[src/rtl/host_defs.svh]
// Host control plane definitions
`ifndef HOST_DEFS_SVH
`define HOST_DEFS_SVH

// Bus widths
`define HOST_AW 32
`define HOST_DW 32
`define HOST_OFF_W 8

// Address bit 8 picks the block: 0 is LLC, 1 is mailbox
`define HOST_SEL_BIT 8

// LLC control block
`define LLC_CACHE_START 8'h00
`define LLC_CACHE_END 8'h04
`define LLC_SPM_START 8'h08
`define LLC_RD_HIT 8'h10
`define LLC_RD_MISS 8'h14
`define LLC_WR_HIT 8'h18
`define LLC_WR_MISS 8'h1C

// Host mailbox
`define MBOX_DOORBELL 8'h00
`define MBOX_COMPLETION 8'h04
`define MBOX_H2C 8'h08
`define MBOX_C2H_STATUS 8'h0C

// AXI response codes
`define RESP_OKAY 2'd0
`define RESP_SLVERR 2'd2

`endif
[src/rtl/host_pkg.sv]
// Host control plane types
`include "host_defs.svh"

package host_pkg;

  typedef logic [`HOST_AW-1:0] addr_t;
  typedef logic [`HOST_DW-1:0] data_t;
  typedef logic [`HOST_DW/8-1:0] strb_t;
  typedef logic [`HOST_OFF_W-1:0] off_t;
  typedef logic [1:0] resp_t;

  // Register access towards one block
  typedef struct packed {
    logic  valid;
    logic  write;
    off_t  offset;
    data_t wdata;
    strb_t wstrb;
  } reg_req_t;

  // Same-cycle answer of a block
  typedef struct packed {
    data_t rdata;
    logic  error;
  } reg_rsp_t;

  typedef struct packed {
    data_t cache_start;
    data_t cache_end;
    data_t spm_start;
  } llc_window_t;

  // One strobe per LLC event
  typedef struct packed {
    logic rd_hit;
    logic rd_miss;
    logic wr_hit;
    logic wr_miss;
  } llc_events_t;

  typedef enum logic {
    WR_IDLE,
    WR_RESP
  } wr_state_e;

  typedef enum logic {
    RD_IDLE,
    RD_RESP
  } rd_state_e;

endpackage

[src/rtl/host_domain.sv]
// Host domain control plane top
`timescale 1ns/1ps

module host_domain (
  input  logic                   clk_i,
  input  logic                   arst_n_i,
  input  host_pkg::addr_t        awaddr_i,
  input  logic                   awvalid_i,
  output logic                   awready_o,
  input  host_pkg::data_t        wdata_i,
  input  host_pkg::strb_t        wstrb_i,
  input  logic                   wvalid_i,
  output logic                   wready_o,
  output host_pkg::resp_t        bresp_o,
  output logic                   bvalid_o,
  input  logic                   bready_i,
  input  host_pkg::addr_t        araddr_i,
  input  logic                   arvalid_i,
  output logic                   arready_o,
  output host_pkg::data_t        rdata_o,
  output host_pkg::resp_t        rresp_o,
  output logic                   rvalid_o,
  input  logic                   rready_i,
  input  host_pkg::llc_events_t  llc_events_i,
  output host_pkg::llc_window_t  llc_window_o,
  input  logic                   c2h_irq_i,
  output logic                   h2c_irq_o,
  output logic                   doorbell_irq_o,
  output logic                   completion_irq_o
);

  host_pkg::reg_req_t llc_req;
  host_pkg::reg_rsp_t llc_rsp;
  host_pkg::reg_req_t mbox_req;
  host_pkg::reg_rsp_t mbox_rsp;

  host_axil_slave i_axil_slave (
    .clk_i      ( clk_i     ),
    .arst_n_i   ( arst_n_i  ),
    .awaddr_i   ( awaddr_i  ),
    .awvalid_i  ( awvalid_i ),
    .awready_o  ( awready_o ),
    .wdata_i    ( wdata_i   ),
    .wstrb_i    ( wstrb_i   ),
    .wvalid_i   ( wvalid_i  ),
    .wready_o   ( wready_o  ),
    .bresp_o    ( bresp_o   ),
    .bvalid_o   ( bvalid_o  ),
    .bready_i   ( bready_i  ),
    .araddr_i   ( araddr_i  ),
    .arvalid_i  ( arvalid_i ),
    .arready_o  ( arready_o ),
    .rdata_o    ( rdata_o   ),
    .rresp_o    ( rresp_o   ),
    .rvalid_o   ( rvalid_o  ),
    .rready_i   ( rready_i  ),
    .llc_req_o  ( llc_req   ),
    .llc_rsp_i  ( llc_rsp   ),
    .mbox_req_o ( mbox_req  ),
    .mbox_rsp_i ( mbox_rsp  )
  );

  llc_ctrl_regs i_llc_ctrl_regs (
    .clk_i        ( clk_i        ),
    .arst_n_i     ( arst_n_i     ),
    .req_i        ( llc_req      ),
    .rsp_o        ( llc_rsp      ),
    .llc_events_i ( llc_events_i ),
    .llc_window_o ( llc_window_o )
  );

  host_mailbox i_host_mailbox (
    .clk_i            ( clk_i            ),
    .arst_n_i         ( arst_n_i         ),
    .req_i            ( mbox_req         ),
    .rsp_o            ( mbox_rsp         ),
    .c2h_irq_i        ( c2h_irq_i        ),
    .doorbell_irq_o   ( doorbell_irq_o   ),
    .completion_irq_o ( completion_irq_o ),
    .h2c_irq_o        ( h2c_irq_o        )
  );

endmodule

[src/rtl/host_mailbox.sv]
// Host mailbox interrupt registers
`timescale 1ns/1ps
`include "host_defs.svh"

module host_mailbox (
  input  logic                clk_i,
  input  logic                arst_n_i,
  input  host_pkg::reg_req_t  req_i,
  output host_pkg::reg_rsp_t  rsp_o,
  input  logic                c2h_irq_i,
  output logic                doorbell_irq_o,
  output logic                completion_irq_o,
  output logic                h2c_irq_o
);

  // Bit 0 of doorbell, completion and h2c, in that order
  logic [2:0] ctrl_q;
  logic [2:0] ctrl_wr;
  logic       c2h_q;
  logic       c2h_clr;
  logic       wr_bit0;

  assign wr_bit0 = req_i.valid && req_i.write && req_i.wstrb[0];

  assign ctrl_wr[0] = wr_bit0 && (req_i.offset == `MBOX_DOORBELL);
  assign ctrl_wr[1] = wr_bit0 && (req_i.offset == `MBOX_COMPLETION);
  assign ctrl_wr[2] = wr_bit0 && (req_i.offset == `MBOX_H2C);
  assign c2h_clr    = wr_bit0 && (req_i.offset == `MBOX_C2H_STATUS) && req_i.wdata[0];

  always_ff @(posedge clk_i or negedge arst_n_i) begin
    if (!arst_n_i) begin
      ctrl_q <= '0;
    end else begin
      for (int i = 0; i < 3; i++) begin
        if (ctrl_wr[i]) begin
          ctrl_q[i] <= req_i.wdata[0];
        end
      end
    end
  end

  // A new interrupt wins over the clear
  always_ff @(posedge clk_i or negedge arst_n_i) begin
    if (!arst_n_i) begin
      c2h_q <= 1'b0;
    end else if (c2h_irq_i) begin
      c2h_q <= 1'b1;
    end else if (c2h_clr) begin
      c2h_q <= 1'b0;
    end
  end

  always_comb begin
    rsp_o.rdata = '0;
    rsp_o.error = 1'b0;
    case (req_i.offset)
      `MBOX_DOORBELL:   rsp_o.rdata[0] = ctrl_q[0];
      `MBOX_COMPLETION: rsp_o.rdata[0] = ctrl_q[1];
      `MBOX_H2C:        rsp_o.rdata[0] = ctrl_q[2];
      `MBOX_C2H_STATUS: rsp_o.rdata[0] = c2h_q;
      default:          rsp_o.error = 1'b1;
    endcase
  end

  assign doorbell_irq_o   = ctrl_q[0];
  assign completion_irq_o = ctrl_q[1];
  assign h2c_irq_o        = ctrl_q[2];

endmodule

[src/rtl/llc_ctrl_regs.sv]
// LLC window and event counter registers
`timescale 1ns/1ps
`include "host_defs.svh"

module llc_ctrl_regs (
  input  logic                   clk_i,
  input  logic                   arst_n_i,
  input  host_pkg::reg_req_t     req_i,
  output host_pkg::reg_rsp_t     rsp_o,
  input  host_pkg::llc_events_t  llc_events_i,
  output host_pkg::llc_window_t  llc_window_o
);

  host_pkg::llc_window_t window_q;
  host_pkg::data_t       cnt_q [4];
  logic [3:0]            ev;
  logic [3:0]            cnt_clr;
  logic                  wr_en;

  // Replace only the strobed bytes
  function automatic host_pkg::data_t merge_bytes(input host_pkg::data_t old_val,
                                                  input host_pkg::data_t new_val,
                                                  input host_pkg::strb_t strb);
    host_pkg::data_t res;
    res = old_val;
    for (int b = 0; b < `HOST_DW/8; b++) begin
      if (strb[b]) begin
        res[8*b +: 8] = new_val[8*b +: 8];
      end
    end
    return res;
  endfunction

  assign wr_en = req_i.valid && req_i.write;

  // Counter order follows the offsets
  assign ev = {llc_events_i.wr_miss, llc_events_i.wr_hit,
               llc_events_i.rd_miss, llc_events_i.rd_hit};

  always_ff @(posedge clk_i or negedge arst_n_i) begin
    if (!arst_n_i) begin
      window_q <= '0;
    end else if (wr_en) begin
      case (req_i.offset)
        `LLC_CACHE_START: begin
          window_q.cache_start <= merge_bytes(window_q.cache_start, req_i.wdata, req_i.wstrb);
        end
        `LLC_CACHE_END: begin
          window_q.cache_end <= merge_bytes(window_q.cache_end, req_i.wdata, req_i.wstrb);
        end
        `LLC_SPM_START: begin
          window_q.spm_start <= merge_bytes(window_q.spm_start, req_i.wdata, req_i.wstrb);
        end
        default: ;
      endcase
    end
  end

  for (genvar i = 0; i < 4; i++) begin : g_cnt
    assign cnt_clr[i] = wr_en && (req_i.offset == host_pkg::off_t'(`LLC_RD_HIT + 4*i));

    // Clear beats a strobe in the same cycle
    always_ff @(posedge clk_i or negedge arst_n_i) begin
      if (!arst_n_i) begin
        cnt_q[i] <= '0;
      end else if (cnt_clr[i]) begin
        cnt_q[i] <= '0;
      end else if (ev[i] && (cnt_q[i] != '1)) begin
        cnt_q[i] <= cnt_q[i] + 1'b1;
      end
    end

    a_cnt_mono: assert property (@(posedge clk_i) disable iff (!arst_n_i)
      !cnt_clr[i] |=> cnt_q[i] >= $past(cnt_q[i]))
      else $error("LLC event counter %0d went down without a clear", i);
  end

  always_comb begin
    rsp_o.rdata = '0;
    rsp_o.error = 1'b0;
    case (req_i.offset)
      `LLC_CACHE_START: rsp_o.rdata = window_q.cache_start;
      `LLC_CACHE_END:   rsp_o.rdata = window_q.cache_end;
      `LLC_SPM_START:   rsp_o.rdata = window_q.spm_start;
      `LLC_RD_HIT:      rsp_o.rdata = cnt_q[0];
      `LLC_RD_MISS:     rsp_o.rdata = cnt_q[1];
      `LLC_WR_HIT:      rsp_o.rdata = cnt_q[2];
      `LLC_WR_MISS:     rsp_o.rdata = cnt_q[3];
      default:          rsp_o.error = 1'b1;
    endcase
  end

  assign llc_window_o = window_q;

endmodule

[src/rtl/host_axil_slave.sv]
// AXI4-Lite configuration slave
`timescale 1ns/1ps
`include "host_defs.svh"

module host_axil_slave (
  input  logic                clk_i,
  input  logic                arst_n_i,
  input  host_pkg::addr_t     awaddr_i,
  input  logic                awvalid_i,
  output logic                awready_o,
  input  host_pkg::data_t     wdata_i,
  input  host_pkg::strb_t     wstrb_i,
  input  logic                wvalid_i,
  output logic                wready_o,
  output host_pkg::resp_t     bresp_o,
  output logic                bvalid_o,
  input  logic                bready_i,
  input  host_pkg::addr_t     araddr_i,
  input  logic                arvalid_i,
  output logic                arready_o,
  output host_pkg::data_t     rdata_o,
  output host_pkg::resp_t     rresp_o,
  output logic                rvalid_o,
  input  logic                rready_i,
  output host_pkg::reg_req_t  llc_req_o,
  input  host_pkg::reg_rsp_t  llc_rsp_i,
  output host_pkg::reg_req_t  mbox_req_o,
  input  host_pkg::reg_rsp_t  mbox_rsp_i
);

  host_pkg::wr_state_e wr_state_q;
  host_pkg::rd_state_e rd_state_q;
  host_pkg::reg_req_t  wr_req;
  host_pkg::reg_req_t  rd_req;
  host_pkg::reg_rsp_t  wr_rsp;
  host_pkg::reg_rsp_t  rd_rsp;
  host_pkg::resp_t     bresp_q;
  host_pkg::resp_t     rresp_q;
  host_pkg::data_t     rdata_q;
  logic                wr_sel;
  logic                rd_sel;
  logic                wr_go;
  logic                rd_go;
  logic                wr_conflict;

  assign wr_sel = awaddr_i[`HOST_SEL_BIT];
  assign rd_sel = araddr_i[`HOST_SEL_BIT];

  assign rd_go = (rd_state_q == host_pkg::RD_IDLE) && arvalid_i;

  // A block has one request port, so a read to the same block goes first
  // and the write follows a cycle later, seeing the pre-write value
  assign wr_conflict = rd_go && (rd_sel == wr_sel);
  assign wr_go = (wr_state_q == host_pkg::WR_IDLE) && awvalid_i && wvalid_i && !wr_conflict;

  // AW and W only ever complete together
  assign awready_o = wr_go;
  assign wready_o  = wr_go;
  assign arready_o = (rd_state_q == host_pkg::RD_IDLE);

  assign wr_req = '{valid: 1'b1, write: 1'b1, offset: awaddr_i[`HOST_OFF_W-1:0],
                    wdata: wdata_i, wstrb: wstrb_i};
  assign rd_req = '{valid: 1'b1, write: 1'b0, offset: araddr_i[`HOST_OFF_W-1:0],
                    wdata: '0, wstrb: '0};

  // Route to the selected block
  always_comb begin
    llc_req_o  = '0;
    mbox_req_o = '0;
    if (wr_go) begin
      if (wr_sel) begin
        mbox_req_o = wr_req;
      end else begin
        llc_req_o = wr_req;
      end
    end
    if (rd_go) begin
      if (rd_sel) begin
        mbox_req_o = rd_req;
      end else begin
        llc_req_o = rd_req;
      end
    end
  end

  assign wr_rsp = wr_sel ? mbox_rsp_i : llc_rsp_i;
  assign rd_rsp = rd_sel ? mbox_rsp_i : llc_rsp_i;

  always_ff @(posedge clk_i or negedge arst_n_i) begin
    if (!arst_n_i) begin
      wr_state_q <= host_pkg::WR_IDLE;
    end else begin
      case (wr_state_q)
        host_pkg::WR_IDLE: if (wr_go) wr_state_q <= host_pkg::WR_RESP;
        host_pkg::WR_RESP: if (bready_i) wr_state_q <= host_pkg::WR_IDLE;
        default: wr_state_q <= host_pkg::WR_IDLE;
      endcase
    end
  end

  always_ff @(posedge clk_i or negedge arst_n_i) begin
    if (!arst_n_i) begin
      rd_state_q <= host_pkg::RD_IDLE;
    end else begin
      case (rd_state_q)
        host_pkg::RD_IDLE: if (rd_go) rd_state_q <= host_pkg::RD_RESP;
        host_pkg::RD_RESP: if (rready_i) rd_state_q <= host_pkg::RD_IDLE;
        default: rd_state_q <= host_pkg::RD_IDLE;
      endcase
    end
  end

  // Response payload, captured on acceptance
  always_ff @(posedge clk_i) begin
    if (wr_go) begin
      bresp_q <= wr_rsp.error ? `RESP_SLVERR : `RESP_OKAY;
    end
    if (rd_go) begin
      rresp_q <= rd_rsp.error ? `RESP_SLVERR : `RESP_OKAY;
      rdata_q <= rd_rsp.error ? '0 : rd_rsp.rdata;
    end
  end

  assign bvalid_o = (wr_state_q == host_pkg::WR_RESP);
  assign bresp_o  = bresp_q;
  assign rvalid_o = (rd_state_q == host_pkg::RD_RESP);
  assign rresp_o  = rresp_q;
  assign rdata_o  = rdata_q;

  a_b_hold: assert property (@(posedge clk_i) disable iff (!arst_n_i)
    bvalid_o && !bready_i |=> bvalid_o && $stable(bresp_o))
    else $error("B response dropped before bready");

  a_r_hold: assert property (@(posedge clk_i) disable iff (!arst_n_i)
    rvalid_o && !rready_i |=> rvalid_o && $stable(rdata_o) && $stable(rresp_o))
    else $error("R response dropped before rready");

endmodule

[config.mk]
export PLATFORM = sky130hd
export DESIGN_NAME = host_domain
export DESIGN_NICKNAME = d
export VERILOG_FILES = /design/src/rtl/host_pkg.sv /design/src/rtl/host_domain.sv /design/src/rtl/host_mailbox.sv /design/src/rtl/llc_ctrl_regs.sv /design/src/rtl/host_axil_slave.sv
export VERILOG_INCLUDE_DIRS = /design/src /design/src/rtl
export SDC_FILE = /design/constraint.sdc
export NUM_CORES = 1
export LEC_CHECK = 0
export BUFFER_PORTS_ARGS = -buffer_cell sky130_fd_sc_hd__buf_2
export CORE_AREA = 2 2 151 227
export CTS_BUF_LIST = sky130_fd_sc_hd__clkbuf_16
export DETAILED_ROUTE_END_ITERATION = 12
export DIE_AREA = 0 0 153 229
export PLACE_DENSITY = 0.69
export SYNTH_ARGS = -nofsm -noshare
export SYNTH_HDL_FRONTEND = slang
export SYNTH_HIERARCHICAL = 1
export SYNTH_SLANG_ARGS = --single-unit
[constraint.sdc]
create_clock -name clk_i -period 6.7 [get_ports clk_i]
set_clock_uncertainty 0.1 [all_clocks]
set_input_delay 1.34 -clock clk_i [delete_from_list [all_inputs] [get_ports clk_i]]
set_output_delay 1.34 -clock clk_i [all_outputs]
set_load 0.02 [all_outputs]
## After elaboration in Yosys (flattened, before gate mapping)

Cells that the tools add are included.

| storage, ports and cells | value |
|---|---|
| flip-flop bits (word level) | 266 |
| bits in latches | 0 |
| memory bits (writable) | 0 |
| ROM bits | 0 |
| input port bits | 112 |
| output and inout bits | 140 |
| logic and storage cells | 122 |
| memories | 0 |

| cells by class | value |
|---|---|
| add/sub/neg operators | 4 |
| multipliers | 0 |
| divide/modulo/power cells | 0 |
| magnitude comparators | 0 |
| eq/ne operators | 14 |
| shifts and indexed selects | 0 |
| mux-type cells | 32 |
| bitwise gates (word level) | 2 |
| reductions and logical operators | 44 |

Operator list:

| operator | number |
|---|---|
| 2-to-1 mux 46 bit | 8 |
| 2-to-1 mux 32 bit | 8 |
| case mux 32 bit (7 select lines) | 1 |
| adder 32 x 1 -> 32 bit (second input constant) | 4 |
| != test 32 bit (second input constant) | 4 |
| AND reduction 3 bit | 12 |
| equality test 8 x 5 -> 1 bit (second input constant) | 4 |
| equality test 8 x 4 -> 1 bit (second input constant) | 3 |
| logical AND 1 bit | 21 |
| equality test 8 x 3 -> 1 bit (second input constant) | 2 |
| zero test 8 bit | 2 |
| nonzero test 2 bit | 5 |
| 2-to-1 mux 1 bit | 9 |
| OR reduction 7 bit | 1 |
| 2-to-1 mux 2 bit | 3 |
| case mux 1 bit (2 select lines) | 2 |
| case mux 1 bit (4 select lines) | 1 |
| OR reduction 4 bit | 1 |
| NOT 1 bit | 2 |
| OR reduction 2 bit | 1 |
| equality test 1 bit | 1 |
| zero test 1 bit | 1 |

## Logic depth before layout (Yosys ltp)

| logic depth | value |
|---|---|
| word-level depth | 14 |
| mapped depth | 13 |
| mapped depth without buffers | 9 |

## Cells and area by module

The synthesis kept the hierarchy.

By module, submodules not included:

| module | times used | cells each | area an instance (um^2) | sequential area each (um^2) |
|---|---|---|---|---|
| llc_ctrl_regs | 1 | 1178 | 11848.9 | 5605.4 |
| host_axil_slave | 1 | 225 | 2436.1 | 1071.0 |
| host_mailbox | 1 | 54 | 491.7 | 100.1 |

## Worst setup path before layout

OpenSTA, ideal clock, no wires.

| path | value |
|---|---|
| path kind | input port to output port |
| start | in arvalid_i |
| end | out wready_o |
| arrival | 3.830 ns |
| data required time | 5.260 ns |
| setup slack | 1.430 ns |
| stages | 3 |
| path buffers | 1 |
| cells stage by stage | nor2b_1 a21oi_1 buf_4 |

| on the way | value |
|---|---|
| word-level cells in the longest chain between the ends | 4 |

Ends and longest elaborated chain:

| what | RTL line | text |
|---|---|---|
| from (decl) | host_domain.sv:18 | `input logic arvalid_i,` |
| logical AND 1 bit | host_axil_slave.sv:49 | `assign rd_go = (rd_state_q == host_pkg::RD_IDLE) && arvalid_i;` |
| logical AND 1 bit | host_axil_slave.sv:53 | `assign wr_conflict = rd_go && (rd_sel == wr_sel);` |
| zero test 1 bit | host_axil_slave.sv:54 | `assign wr_go = (wr_state_q == host_pkg::WR_IDLE) && awvalid_i && wvalid_i && !wr_conflict;` |
| logical AND 1 bit | host_axil_slave.sv:54 |  |
| to (decl) | host_domain.sv:13 | `output logic wready_o,` |

No other way between the ends.

==> results.ini <==
[finish]
fill_cells=2951
drive_gt1_share_pct=24.6
nNetsFinal=1713
final_cell_area_sq_mm=0.0167
area_growth_pct=15.1
n_antenna_cell=0

[cts]
clock_latency_ns=0.56
root_buffer=clkbuf_16
cts_tree=yes
postCtsHoldBufs=0
clkSlewWorstSetupHoldPaths_ns=0.06
postCtsSetupRepairBufs=0
cts_inserted_buffers=26
cts_buffer_depth=3
cts_resized=0
htreeDepth=1
cts_sinks=264

[critical_path]
r2r-start=i_axil_slave/rvalid_o
end_kind=flop
critPathTopFamily=simple AND/OR/NAND/NOR gates
crit_chain=buf_2, nor3b_4, nor3_4, buf_4, a22o_1, nor4b_1, and2_1, buf_4, nand3_1, mux2_2
critPathSlowestCell=and2_1
critPathMaxStageDelay_ns=0.82
critPathRequiredTime_ns=7.04
rr_endpoint=i_llc_ctrl_regs/llc_window_o[27]
arrival_ns=5.07
path_max_fanout=45
path_class=in -> reg
r2r_slack_ns=2.38
path_buf_inv=3
start_kind=primary input
reg2regPathDepth=9
crit_top_cell=buf_4

[sta]
rsz0062_at_grt=no
fmax_mhz=212
worstMarginPinSlew_ns=1.20
fin_setup_tns_ns=0
fin_crit_ns=4.72
setup_viol=0
drv_slew=0
final_hold_viol_count=0
max-slew-margin-rel_pct=20.1
min_period_over_period_pct=70.5

[pwr]
pwr-share-comb_pct=11.4
power.static_leakage_nw=7.54
internal-power_mw=2.82
seq_power_share_pct=47.8
max-vdd-ir-drop_v=0.000179
switching_share_pct=28.0
p_sw_mw=1.10
clockPowerShare_pct=40.8
total_power_mw=3.92
powerDensity_mw_per_mm2=234

[logic_synthesis]
avgSynthCellArea_sq_um=10.2
yosys_warnings=6
synth_cells=1421
syn_area_sq_mm=0.0145

[route]
initialDrtViolationCount=902
drt-wirelength-per-cell_microns=21.1
viasPerCell=6.10
antenna_left=0
firstDrtPassIters=8
routed_wl_mm=42.9
num_vias=12400
drc=0

[global_routing]
grt_overflow=0
grt.total_usage_pct=23.9
grt_pass1_vias=12100
grt_max_degree=130
grt_pass1_wl_mm=67.7
antenna_found_initial=0

[placed_design]
io_buffers=203
post-dp-hpwl_mm=31.2
gp_congestion=0.905
dpl_cell_area_sq_mm=0.0158

[die]
die_x_microns=153
dieArea_sq_mm=0.0350
io_pins=252
std_cell_rows=82
initial_utilization_pct=43.9
core_area_sq_mm=0.0331
die_y_microns=229

[status]
outcome=complete, no violations

[min_path]
min_to=i_host_mailbox/c2h_q
hold_class=reg -> reg
whs_path_depth=1
min-delay-start=i_host_mailbox/c2h_q

[job]
drv_cap=0

[cell usage in the layout, fill, tap and decap left out, types with 6 or more instances in the layout]
cell type    n
inv_1       20
nor3_1       9
or3_1       54
or2_2        6
nor2_1      90
o211ai_1    10
dfrtp_1    230
buf_4       22
xor2_1      11
a21oi_1     68
and3_1      21
and4_1      12
nand3_1     93
a222oi_1    32
mux2i_1     36
mux2_2      98
conb_1      33
clkbuf_16   27
o31ai_1     18
a31oi_1      9
nand4_1     49
a22oi_1     64
xnor2_1     26
edfxtp_1    34
and2_1      48
o21ai_0     56
nand2_1     78
a22o_1      16
nor4_1      19
buf_2      202
or4_1       34
[layer usage]
metal / share of wire, % / vias to the layer above / track usage (%)
li1: - / 5730 / -
met5: 0 / - / 0
met2: 53 / 388 / 43.6
met1: 39 / 6225 / 29.6
met3: 4.5 / 78 / 2.10
met4: 3.2 / 0 / 8.51
[flip-flops by register name (all words and copies together), names as in the netlist]
name / cells
i_llc_ctrl_regs/cnt_q: 128
i_llc_ctrl_regs/llc_window_o: 96
i_axil_slave/rdata_o: 32
i_host_mailbox/ctrl_q: 3
i_axil_slave/bresp_o: 1
i_axil_slave/bvalid_o: 1
i_axil_slave/rresp_o: 1
i_axil_slave/rvalid_o: 1
i_host_mailbox/c2h_q: 1
[worst max-delay path by stage]
stage                start                          endpoint  cells after the start
2_1_floorplan    arvalid_i                          wready_o                      3
3_3_place_gp   araddr_i[8]  i_llc_ctrl_regs/llc_window_o[22]                      9
3_5_place_dp   araddr_i[8]  i_llc_ctrl_regs/llc_window_o[16]                      9
4_1_cts        araddr_i[8]  i_llc_ctrl_regs/llc_window_o[18]                      9
5_1_grt        araddr_i[8]  i_llc_ctrl_regs/llc_window_o[27]                     10
6_report       araddr_i[8]  i_llc_ctrl_regs/llc_window_o[27]                     10
[through the flow]
stage | util, % | hold WS (ns) | cells | worst slack [ns]
global placement | 47.7 | 0.361 | 1989 | 1.46
finish | 50.5 | 0.372 | 2037 | 1.98
global route | 50.5 | 0.405 | 2037 | 1.70
detailed placement | 47.7 | 0.362 | 1989 | 1.37
CTS | 50.5 | 0.377 | 2037 | 1.96
floorplan | - | 0.344 | 1452 | 1.43
[power groups by stage]
stage | logic [mW] | registers [mW] | clock network [mW]
2_1_floorplan | 0.291 | 1.88 | 0
3_3_place_gp | 0.433 | 1.89 | 0
3_5_place_dp | 0.446 | 1.90 | 0
4_1_cts | 0.449 | 1.87 | 1.63
5_1_grt | 0.503 | 1.89 | 1.69
6_report | 0.448 | 1.87 | 1.60
[cell type report]
class                           instances  area (sq um)  share of cell area [%]
Clock buffer                           27           676                    4.04
Clock inverter                         21           259                    1.55
Inverter                               17          63.8                   0.381
Multi-Input combinational cell       1062          7230                    43.2
Sequential cell                       264          6780                    40.5
Tap cell                              420           526                    3.14
Timing Repair Buffer                  226          1210                    7.24
No activity file was read; power rests on OpenSTA's default activity.
